<file path="config.mk">
export PLATFORM = sky130hd
export DESIGN_NAME = riscv_mul_unit
export DESIGN_NICKNAME = d
export VERILOG_FILES = /design/src/rtl/riscv_mul_pkg.sv /design/src/rtl/riscv_mul_operand_prep.sv /design/src/rtl/riscv_mul_booth_core.sv /design/src/rtl/riscv_mul_result_sel.sv /design/src/rtl/riscv_mul_unit.sv
export VERILOG_INCLUDE_DIRS = /design/src /design/src/include
export SDC_FILE = /design/constraint.sdc
export NUM_CORES = 1
export LEC_CHECK = 0
export BUFFER_PORTS_ARGS = -buffer_cell sky130_fd_sc_hd__buf_2
export CAP_MARGIN = 20
export CORE_MARGIN = 4
export CORE_UTILIZATION = 50
export DETAILED_ROUTE_END_ITERATION = 10
export PLACE_DENSITY = 0.7
export SYNTH_ARGS = -nofsm -noshare
export SYNTH_HDL_FRONTEND = slang
export SYNTH_SLANG_ARGS = --single-unit
</file>
<file path="constraint.sdc">
create_clock -name i_riscv_mul_clk -period 6.83 [get_ports i_riscv_mul_clk]
set_clock_uncertainty 0.15 [all_clocks]
set_input_delay 1.366 -clock i_riscv_mul_clk [delete_from_list [all_inputs] [get_ports i_riscv_mul_clk]]
set_output_delay 1.366 -clock i_riscv_mul_clk [all_outputs]
set_load 0.02 [all_outputs]
</file>
<file path="src/include/riscv_mul_consts.svh">
`ifndef RISCV_MUL_CONSTS_SVH
`define RISCV_MUL_CONSTS_SVH

// ******************************
// Widths
// ******************************

`define RISCV_MUL_XLEN    64
`define RISCV_MUL_OPND_W  65
`define RISCV_MUL_ACC_W   130

// One Booth step per multiplier bit
`define RISCV_MUL_STEPS   65

// ******************************
// Operation codes, bit 3 is start
// ******************************

`define RISCV_MUL_OP_MUL     4'b1100
`define RISCV_MUL_OP_MULH    4'b1101
`define RISCV_MUL_OP_MULHU   4'b1110
`define RISCV_MUL_OP_MULHSU  4'b1111
`define RISCV_MUL_OP_MULW    4'b1000

`endif

</file>
<file path="src/rtl/riscv_mul_pkg.sv">
`include "riscv_mul_consts.svh"

package riscv_mul_pkg;

  // Register value and its sign-extended form
  typedef logic [`RISCV_MUL_XLEN-1:0]   xlen_t;
  typedef logic [`RISCV_MUL_OPND_W-1:0] opnd_t;

  // High half holds the partial sum, low half the shifting multiplier
  typedef logic [`RISCV_MUL_ACC_W-1:0]  acc_t;

  // Wide enough to count the Booth steps
  typedef logic [6:0]                   step_cnt_t;

  typedef logic [3:0]                   mul_ctrl_t;

  typedef enum logic
  {
    booth_idle,
    booth_run
  } booth_state_t;

endpackage

</file>
<file path="src/rtl/riscv_mul_operand_prep.sv">
`timescale 1ns/1ps

`include "riscv_mul_consts.svh"

module riscv_mul_operand_prep
  import riscv_mul_pkg::*;
(
  input  xlen_t     i_rs1,
  input  xlen_t     i_rs2,
  input  mul_ctrl_t i_op,
  output opnd_t     o_x,
  output opnd_t     o_y
);

  localparam int WORD_W = `RISCV_MUL_XLEN / 2;
  localparam int WPAD_W = `RISCV_MUL_OPND_W - WORD_W;

  opnd_t rs1_sext;
  opnd_t rs2_sext;
  opnd_t rs1_zext;
  opnd_t rs2_zext;
  opnd_t rs1_wzext;
  opnd_t rs2_wzext;

  assign rs1_sext  = {i_rs1[`RISCV_MUL_XLEN-1], i_rs1};
  assign rs2_sext  = {i_rs2[`RISCV_MUL_XLEN-1], i_rs2};
  assign rs1_zext  = {1'b0, i_rs1};
  assign rs2_zext  = {1'b0, i_rs2};

  // MULW works on the low words only, treated as unsigned
  assign rs1_wzext = {{WPAD_W{1'b0}}, i_rs1[WORD_W-1:0]};
  assign rs2_wzext = {{WPAD_W{1'b0}}, i_rs2[WORD_W-1:0]};

  // x is the multiplicand, y the multiplier
  always_comb
  begin
    case (i_op)
      `RISCV_MUL_OP_MULHU:
      begin
        o_x = rs1_zext;
        o_y = rs2_zext;
      end
      `RISCV_MUL_OP_MULHSU:
      begin
        o_x = rs1_sext;
        o_y = rs2_zext;
      end
      `RISCV_MUL_OP_MULW:
      begin
        o_x = rs1_wzext;
        o_y = rs2_wzext;
      end
      default:
      begin
        o_x = rs1_sext;
        o_y = rs2_sext;
      end
    endcase
  end

endmodule

</file>
<file path="src/rtl/riscv_mul_booth_core.sv">
`timescale 1ns/1ps

`include "riscv_mul_consts.svh"

module riscv_mul_booth_core
  import riscv_mul_pkg::*;
(
  input  logic  i_riscv_mul_clk,
  input  logic  i_riscv_mul_rst,
  input  logic  i_start,
  input  opnd_t i_x,
  input  opnd_t i_y,
  output logic  o_accept,
  output logic  o_done,
  output acc_t  o_acc
);

  localparam int        HALF_W    = `RISCV_MUL_OPND_W;
  localparam step_cnt_t LAST_STEP = step_cnt_t'(`RISCV_MUL_STEPS - 1);

  booth_state_t state;
  booth_state_t state_next;

  step_cnt_t    cnt;
  step_cnt_t    cnt_next;

  // Current multiplier bit and the one below it
  logic [1:0]   pair;
  logic [1:0]   pair_next;

  // Registered done, blocks a new accept on the valid cycle
  logic         done_q;

  opnd_t        x_q;
  acc_t         acc;
  acc_t         acc_next;
  acc_t         acc_step;
  opnd_t        hi_sum;

  // ******************************
  // Control
  // ******************************

  assign o_accept = (state == booth_idle) && i_start && !done_q;
  assign o_done   = (state == booth_run) && (cnt == LAST_STEP);
  assign o_acc    = acc_next;

  always_ff @(posedge i_riscv_mul_clk or posedge i_riscv_mul_rst)
  begin
    if (i_riscv_mul_rst)
    begin
      state  <= booth_idle;
      cnt    <= '0;
      pair   <= '0;
      done_q <= 1'b0;
    end
    else
    begin
      state  <= state_next;
      cnt    <= cnt_next;
      pair   <= pair_next;
      done_q <= o_done;
    end
  end

  always_comb
  begin
    state_next = state;
    cnt_next   = cnt;
    pair_next  = pair;
    case (state)
      booth_idle:
      begin
        if (o_accept)
        begin
          state_next = booth_run;
          cnt_next   = '0;
          // The bit below the multiplier LSB is zero
          pair_next  = {i_y[0], 1'b0};
        end
      end
      booth_run:
      begin
        cnt_next  = cnt + step_cnt_t'(1);
        // After the shift the next multiplier bit sits in bit 0
        pair_next = {acc_next[0], acc[0]};
        if (o_done)
        begin
          state_next = booth_idle;
        end
      end
      default:
      begin
        state_next = booth_idle;
      end
    endcase
  end

  // ******************************
  // Datapath
  // ******************************

  // Booth recoding: 10 subtracts, 01 adds, 00 and 11 skip
  always_comb
  begin
    case (pair)
      2'b10:   hi_sum = acc[2*HALF_W-1:HALF_W] - x_q;
      2'b01:   hi_sum = acc[2*HALF_W-1:HALF_W] + x_q;
      default: hi_sum = acc[2*HALF_W-1:HALF_W];
    endcase
  end

  assign acc_step = {hi_sum, acc[HALF_W-1:0]};

  always_comb
  begin
    acc_next = acc;
    if (state == booth_run)
    begin
      acc_next = acc_t'($signed(acc_step) >>> 1);
    end
    else if (o_accept)
    begin
      acc_next = {{HALF_W{1'b0}}, i_y};
    end
  end

  always_ff @(posedge i_riscv_mul_clk)
  begin
    acc <= acc_next;
    if (o_accept)
    begin
      x_q <= i_x;
    end
  end

endmodule

</file>
<file path="src/rtl/riscv_mul_result_sel.sv">
`timescale 1ns/1ps

`include "riscv_mul_consts.svh"

module riscv_mul_result_sel
  import riscv_mul_pkg::*;
(
  input  logic      i_riscv_mul_clk,
  input  logic      i_riscv_mul_rst,
  input  mul_ctrl_t i_op,
  input  logic      i_accept,
  input  logic      i_done,
  input  acc_t      i_acc,
  output xlen_t     o_product,
  output logic      o_valid
);

  localparam int XLEN   = `RISCV_MUL_XLEN;
  localparam int WORD_W = `RISCV_MUL_XLEN / 2;

  // Operation of the multiply in flight
  mul_ctrl_t op_q;
  xlen_t     slice;

  always_comb
  begin
    case (op_q)
      `RISCV_MUL_OP_MUL:    slice = i_acc[XLEN-1:0];
      `RISCV_MUL_OP_MULH:   slice = i_acc[2*XLEN-1:XLEN];
      `RISCV_MUL_OP_MULHU:  slice = i_acc[2*XLEN-1:XLEN];
      `RISCV_MUL_OP_MULHSU: slice = i_acc[2*XLEN-1:XLEN];
      `RISCV_MUL_OP_MULW:   slice = {{WORD_W{i_acc[WORD_W-1]}}, i_acc[WORD_W-1:0]};
      default:              slice = '0;
    endcase
  end

  always_ff @(posedge i_riscv_mul_clk or posedge i_riscv_mul_rst)
  begin
    if (i_riscv_mul_rst)
    begin
      op_q      <= '0;
      o_product <= '0;
      o_valid   <= 1'b0;
    end
    else
    begin
      o_valid <= i_done;
      if (i_accept)
      begin
        op_q <= i_op;
      end
      // Product stays put until the next result
      if (i_done)
      begin
        o_product <= slice;
      end
    end
  end

endmodule

</file>
<file path="src/rtl/riscv_mul_unit.sv">
`timescale 1ns/1ps

module riscv_mul_unit
  import riscv_mul_pkg::*;
(
  input  logic      i_riscv_mul_clk,
  input  logic      i_riscv_mul_rst,
  input  xlen_t     i_riscv_mul_rs1data,
  input  xlen_t     i_riscv_mul_rs2data,
  input  mul_ctrl_t i_riscv_mul_mulctrl,
  output xlen_t     o_riscv_mul_product,
  output logic      o_riscv_mul_valid
);

  opnd_t x;
  opnd_t y;
  logic  start;
  logic  accept;
  logic  done;
  acc_t  acc;

  // Start is the top bit of the control code
  assign start = i_riscv_mul_mulctrl[3];

  // ******************************
  // Operand extension
  // ******************************

  riscv_mul_operand_prep u_operand_prep
  (
    .i_rs1 (i_riscv_mul_rs1data),
    .i_rs2 (i_riscv_mul_rs2data),
    .i_op  (i_riscv_mul_mulctrl),
    .o_x   (x),
    .o_y   (y)
  );

  // ******************************
  // Booth iteration
  // ******************************

  riscv_mul_booth_core u_booth_core
  (
    .i_riscv_mul_clk (i_riscv_mul_clk),
    .i_riscv_mul_rst (i_riscv_mul_rst),
    .i_start         (start),
    .i_x             (x),
    .i_y             (y),
    .o_accept        (accept),
    .o_done          (done),
    .o_acc           (acc)
  );

  // ******************************
  // Result slice and valid
  // ******************************

  riscv_mul_result_sel u_result_sel
  (
    .i_riscv_mul_clk (i_riscv_mul_clk),
    .i_riscv_mul_rst (i_riscv_mul_rst),
    .i_op            (i_riscv_mul_mulctrl),
    .i_accept        (accept),
    .i_done          (done),
    .i_acc           (acc),
    .o_product       (o_riscv_mul_product),
    .o_valid         (o_riscv_mul_valid)
  );

endmodule

</file>
After elaboration in Yosys (flattened, before gate mapping)
Cells that the tools add are included.
{"block": "totals", "ff_bits": 274, "latchBits": 0, "mem_bits_rw": 0, "rom_bits": 0, "input_bits": 134, "output_inout_bits": 65, "word_cells": 45, "n_memories": 0}
{"block": "op_classes", "addsub": 3, "n_mul": 0, "div": 0, "n_lt_le_gt_ge": 0, "eq_ne": 12, "shift": 0, "mux": 13, "n_bitwise": 1, "n_reduce_logical": 7}
{"operator": "$pmux W65 S2", "count": 3}
{"operator": "$mux W130", "count": 2}
{"operator": "$pmux W64 S3", "count": 1}
{"operator": "$add A65 B65 Y65", "count": 1}
{"operator": "$sub A65 B65 Y65", "count": 1}
{"operator": "$eq A4 B4 Y1 const B", "count": 8}
{"operator": "$pmux W7 S2", "count": 1}
{"operator": "$add A7 B1 Y7 const B", "count": 1}
{"operator": "$eq A7 B7 Y1 const B", "count": 1}
{"operator": "$mux W7", "count": 1}
{"operator": "$pmux W2 S2", "count": 1}
{"operator": "$logic_and A1 B1 Y1", "count": 3}
{"operator": "$reduce_or A3 Y1", "count": 1}
{"operator": "$eq A2 B1 Y1 const B", "count": 1}
{"operator": "$eq A2 B2 Y1 const B", "count": 1}
{"operator": "$mux W1", "count": 2}
{"operator": "$mux W2", "count": 1}
{"operator": "$ne A2 B2 Y1 const B", "count": 1}
{"operator": "$pmux W1 S2", "count": 1}
{"operator": "$reduce_bool A2 Y1", "count": 1}
{"operator": "$reduce_or A2 Y1", "count": 1}
{"operator": "$logic_not A1 Y1", "count": 1}
{"operator": "$not A1 Y1", "count": 1}

Logic depth before layout (Yosys ltp)
{"block": "depth", "word_depth": 6, "mapped_depth": 21, "ltp_nobuf": 19}

Cells and area by module
A second synthesis with hierarchy kept.
{"block": "hier_totals", "hier_cells": 1992, "hier_area_um2": 17307.8}
{"module": "riscv_mul_booth_core", "instances": 1, "cells_each": 1511, "area_per_inst_um2": 12801.0, "seq_area_each_um2": 4829.6}
{"module": "riscv_mul_result_sel", "instances": 1, "cells_each": 340, "area_per_inst_um2": 3532.1, "seq_area_each_um2": 1726.7}
{"module": "riscv_mul_operand_prep", "instances": 1, "cells_each": 141, "area_per_inst_um2": 974.7, "seq_area_each_um2": 0.0}

Least setup slack after synthesis
Ideal clock, no wire load.
{"block": "synth_timing", "path_kind": "reg-to-reg", "start": "reg u_booth_core.x_q[6]", "end": "reg u_result_sel.o_product[62]", "setup_ns": 0.126, "t_arrival_ns": 4.559, "required_ns": 6.554, "path_slack_ns": 1.995, "path_stages_with_launch": 21, "n_path_buf": 1, "period_less_slack_ns": 4.835, "cell_sequence": "edfxtp_1 -> or4_4 -> nor4_2 -> and3_1 -> and2_1 -> inv_2 -> nor3_2 -> and2_1 -> a21oi_1 -> xor2_1 -> ha_1 -> clkbuf_1 -> nand2_1 -> nor2_1 -> nand3_1 -> o22ai_1 -> a211oi_1 -> and2_1 -> mux2_2 -> a211o_1 -> a221o_1"}
{"block": "synth_via", "elab_chain_cells": 4, "word_cells_on_any_way": 5, "cone_classes": "add/sub (2); mux (3)"}
{"item": "from (decl)", "line": "riscv_mul_booth_core.sv:34", "rtl": "opnd_t x_q;"}
{"item": "from (signal assigned)", "line": "riscv_mul_booth_core.sv:133", "rtl": "x_q <= i_x;"}
{"item": "$add A65 B65 Y65 or $sub A65 B65 Y65 (tied branches)", "line": "riscv_mul_booth_core.sv:108, riscv_mul_booth_core.sv:107"}
{"item": "$pmux W65 S2 *", "line": "riscv_mul_booth_core.sv:106", "rtl": "case (pair)"}
{"item": "$mux W130 *", "line": "riscv_mul_booth_core.sv:118", "rtl": "if (state == booth_run)"}
{"item": "via acc[126]", "line": "riscv_mul_unit.sv:20", "rtl": "acc_t acc;"}
{"item": "$pmux W64 S3 *", "line": "riscv_mul_result_sel.sv:27", "rtl": "case (op_q)"}
{"item": "to (signal assigned)", "line": "riscv_mul_result_sel.sv:55", "rtl": "o_product <= slice;"}
{"item": "to (decl)", "line": "riscv_mul_result_sel.sv:14", "rtl": "output xlen_t o_product,"}
The timed path passes the listed nets; every way through them passes the cells marked *.
A chain may end at the register's enable or synchronous reset.

Final worst setup path
{"block": "layout_timing", "start": "reg u_booth_core.x_q[2]", "end": "reg u_result_sel.o_product[62]"}
The elaborated chain is that of the path after synthesis.

==> metrics.log <==
INFO  metric worst_min_path_class = flop to flop
INFO  metric crit_path_cell_trace = or4_1 > nor4_2 > and3_1 > and2_1 > inv_2 > nor3_2 > and2_1 > a21oi_1 > xor2_1 > ha_1 > a21oi_1 > o21bai_1 > a21oi_1 > o22ai_1 > a211oi_1 > o21ai_0 > mux2_2 > a211o_1 > a221o_1
INFO  metric syn_avg_cell_area = 8.55 µm²
INFO  metric cts_hold_buf = 0
INFO  metric floorplan.rows = between 60 and 70
INFO  metric gp_congestion = 0.943
INFO  metric syn_inst = roughly 2000
INFO  metric p_leak = 8.20 nW
INFO  metric synth.cell_area = 17000 µm²
INFO  metric cts-root-buf = clkbuf_16
INFO  metric p_per_area = 622 nW/µm²
INFO  metric flops_latches_synth = 273
INFO  metric report.final.hold_viol_count = 0
INFO  metric yosysUniqueCellTypes = slightly above 90
INFO  metric post_route_cells_drive_above_1_share = 0.142
INFO  metric fmax = 177 MHz
INFO  metric antenna_found_initial = 0
INFO  metric worst_margin_slew = about 0.99 ns
INFO  metric setup.worst_path.start_class = flop
INFO  metric finish.utilization = 0.570
INFO  metric grt_pass1_wl = roughly 80000 µm
INFO  metric clkLatencyLatePin = about 0.57 ns
INFO  metric grt_usage = 0.279
INFO  metric netlist.area_leader.share = 0.151
INFO  metric initial_utilization = 0.506
INFO  metric cpMostUsedCell = a21oi_1
INFO  metric synth.most_common_cell = nand2_1
INFO  metric die_h = around 190 µm
INFO  metric htree_num_levels = 1
INFO  metric yosysWarningCount = 0
INFO  metric fillers = a little over 3000
INFO  metric p_int = between 5 and 6 mW
INFO  metric drc = 0
INFO  metric ff2ff_path_depth = 19
INFO  metric criticalPathCategory = flop to flop
INFO  metric nNetsFinal = around 2300
INFO  metric synthArstFlopShare = 0.289
INFO  metric critical_path.slowest_cell = or4_1
INFO  metric clk_pin_slew_worst_paths = approximately 0.070 ns
INFO  metric cts_tree = done
INFO  metric drt_first_iter_violations = between 1000 and 1500
INFO  metric slew_headroom = 0.339
INFO  metric share_clk_of_total_power = 0.124
INFO  metric ant_nets = 0
INFO  metric share_seq_of_total_power = 0.243
INFO  metric worst_ep_required = between 7 and 8 ns
INFO  metric cell_accounting_for_the_most_synthesized_area = dfxtp_1
INFO  metric grt_overflow_total = 0
INFO  metric ys.flop_type = dfxtp_1
INFO  metric multi_input_comb_area = roughly 10000 µm²
INFO  metric synth.yosys.seq_area_share = 0.385
INFO  metric drt-vias-per-instance = around 6
INFO  metric timing.hold.worst_endpoint = u_result_sel.o_product[5]
INFO  metric cts.path.max_buffers = 3
INFO  metric dominant_cells_by_area_after_synthesis = dfxtp_1, edfxtp_1, dfrtp_1
INFO  metric critPathMaxStageDelay = 0.63 ns
INFO  metric timing.hold.worst.start = u_result_sel.o_product[5]
INFO  metric swShare = 0.509
INFO  metric mappedNetlistNets = around 2200
INFO  metric endpoint_kind = flop
INFO  metric cts_sinks = around 270
INFO  metric top_level_pins = 199
INFO  metric hold-path-cell-count = 2
INFO  metric power_switching = between 6 and 7 mW
INFO  metric grt_setup_unrepaired = false
INFO  metric core_region_area = 33500 µm²
INFO  metric timing.final.crit_share = 0.826
INFO  metric detailed_route_wire_length_per_cell = between 20 and 25 µm
INFO  metric io_buffer_count = around 200
INFO  metric slew_viol_final = 0
INFO  metric critical_path.max_fanout = 6
INFO  metric drt_pass1_iterations = 6
INFO  metric grt_max_degree = 90
INFO  metric maxCapViolCount = 0
INFO  metric via_count = 15612
INFO  metric cts_made_buffers = 28
INFO  metric grt_pass1_vias = 14112
INFO  metric cp_data_arrival_time = ~5.9 ns
INFO  metric synth_top_cells_by_count = nand2_1, a21oi_1, o21ai_0, dfxtp_1, nor2_1
INFO  metric status = finished, final reports clean
INFO  metric combPwrFrac = 0.633
INFO  metric drt_wl_total = around 53000 µm
INFO  metric final.min_clock_period = ~5.6 ns
INFO  metric totalNegativeSetupSlack = 0 ns
INFO  metric ff_latch_area = between 6000 and 7000 µm²
INFO  metric ctsResizeCount = 0
INFO  metric dieArea = about 37000 µm²
INFO  metric setup_viol_count_final = 0
INFO  metric dp.final_hpwl = between 40000 and 50000 µm
INFO  metric regToRegSetupSlack = about 1.2 ns
INFO  metric number_of_enable_type_register_cells_in_the_synthesized_netlist = 66
INFO  metric post-cts-setup-buffer-count = 0
INFO  metric r2r-start = u_booth_core.x_q[2]
INFO  metric vdd_ir_drop_max = 0.258 mV
INFO  metric synthToLayoutAreaGrowth = 12.8%
INFO  metric worstReg2RegEnd = u_result_sel.o_product[62]
INFO  metric width_of_the_chip = slightly below 200 µm
[critical path: cells and delay by family (launching register included)]
family / cells / cell delay, ns
flip-flops: 1 / 0.44
adder cells (fa/ha/maj): 1 / 0.36
multiplexers: 1 / 0.28
XOR/XNOR: 1 / 0.18
AO/OA/AOI/OAI: 9 / 1.89
AND/OR/NAND/NOR: 6 / 2.13
buffers and inverters: 1 / 0.09
[layout by cell type, fill, tap and decap left out, types with 66 or more instances in the layout]
cell,instances
buf_2,198
o21ai_0,169
edfxtp_1,66
nor2_1,122
a21oi_1,196
ha_1,78
xor2_1,72
dfxtp_1,128
nand2_1,252
dfrtp_1,78
[sequential cells by signal, indices dropped and copies added, names as in the netlist]
| register | count |
|---|---|
| u_booth_core.state | 1 |
| u_result_sel.o_product | 64 |
| u_result_sel.o_valid | 1 |
| u_booth_core.cnt | 7 |
| u_booth_core.pair | 2 |
| u_result_sel.op_q | 4 |
| u_booth_core.acc | 129 |
| u_booth_core.x_q | 65 |
[metal layers]
metal,up-vias,GRT usage,wire [µm]
li1,7532,-,-
met1,7347,0.465,26700
met2,665,0.374,20900
met3,68,0.0369,4540
met4,0,0.0628,1310
met5,-,0,0
[worst max-delay path by stage]
stage / startpoint / to / slack, ns / cells past startpoint
floorplan: u_booth_core.x_q[6] / u_result_sel.o_product[62] / 1.99 / 20
global placement: u_booth_core.x_q[6] / u_result_sel.o_product[62] / 1.40 / 19
detailed placement: u_booth_core.x_q[6] / u_result_sel.o_product[62] / 1.29 / 19
CTS: u_booth_core.x_q[2] / u_result_sel.o_product[62] / 1.20 / 19
global route: u_booth_core.x_q[2] / u_result_sel.o_product[62] / 0.69 / 19
finish: u_booth_core.x_q[2] / u_result_sel.o_product[62] / 1.19 / 19
[area by class of cell]
| cell class | instances | area share |
|---|---|---|
| Tap cell | 448 | 0.0293 |
| Multi-Input combinational cell | 1544 | 0.515 |
| Clock inverter | 7 | 0.00477 |
| Sequential cell | 273 | 0.341 |
| Timing Repair Buffer | 219 | 0.0600 |
| Inverter | 45 | 0.00890 |
| Clock buffer | 45 | 0.0410 |
| Antenna cell | 2 | 0.000262 |
[metrics by stage]
stage               hold slack, ns  total power [mW]  area (µm²)  cells  worst slack (ns)
floorplan                    0.286              7.96       17000   1984              1.99
global placement             0.309              10.1       18200   2529              1.40
detailed placement           0.317              10.2       18200   2529              1.29
CTS                          0.331              11.7       19100   2581              1.20
global route                 0.361              12.7       19100   2581             0.691
finish                       0.328              11.9       19100   2583              1.19
[kinds of logic (layout without fill, tap and decap cells)]
kind of cell | after synthesis | after routing | synth area share
fa+ha+maj | 80 | 80 | 0.0595
mux | 41 | 41 | 0.0245
flops | 273 | 273 | 0.385
buf+inv | 167 | 316 | 0.0375
other cells | 0 | 2 | 0
xor+xnor | 114 | 114 | 0.0593
compound gates | 664 | 664 | 0.251
simple gates | 645 | 645 | 0.184
[power groups by stage]
stage / Sequential (mW) / Combinational, mW / Clock, mW
2_1_floorplan: 2.84 / 5.12 / 0
3_3_place_gp: 2.87 / 7.27 / 0
3_5_place_dp: 2.88 / 7.32 / 0
4_1_cts: 2.85 / 7.36 / 1.50
5_1_grt: 2.93 / 8.24 / 1.57
6_report: 2.89 / 7.54 / 1.48
(Power assumes the default switching activity.)
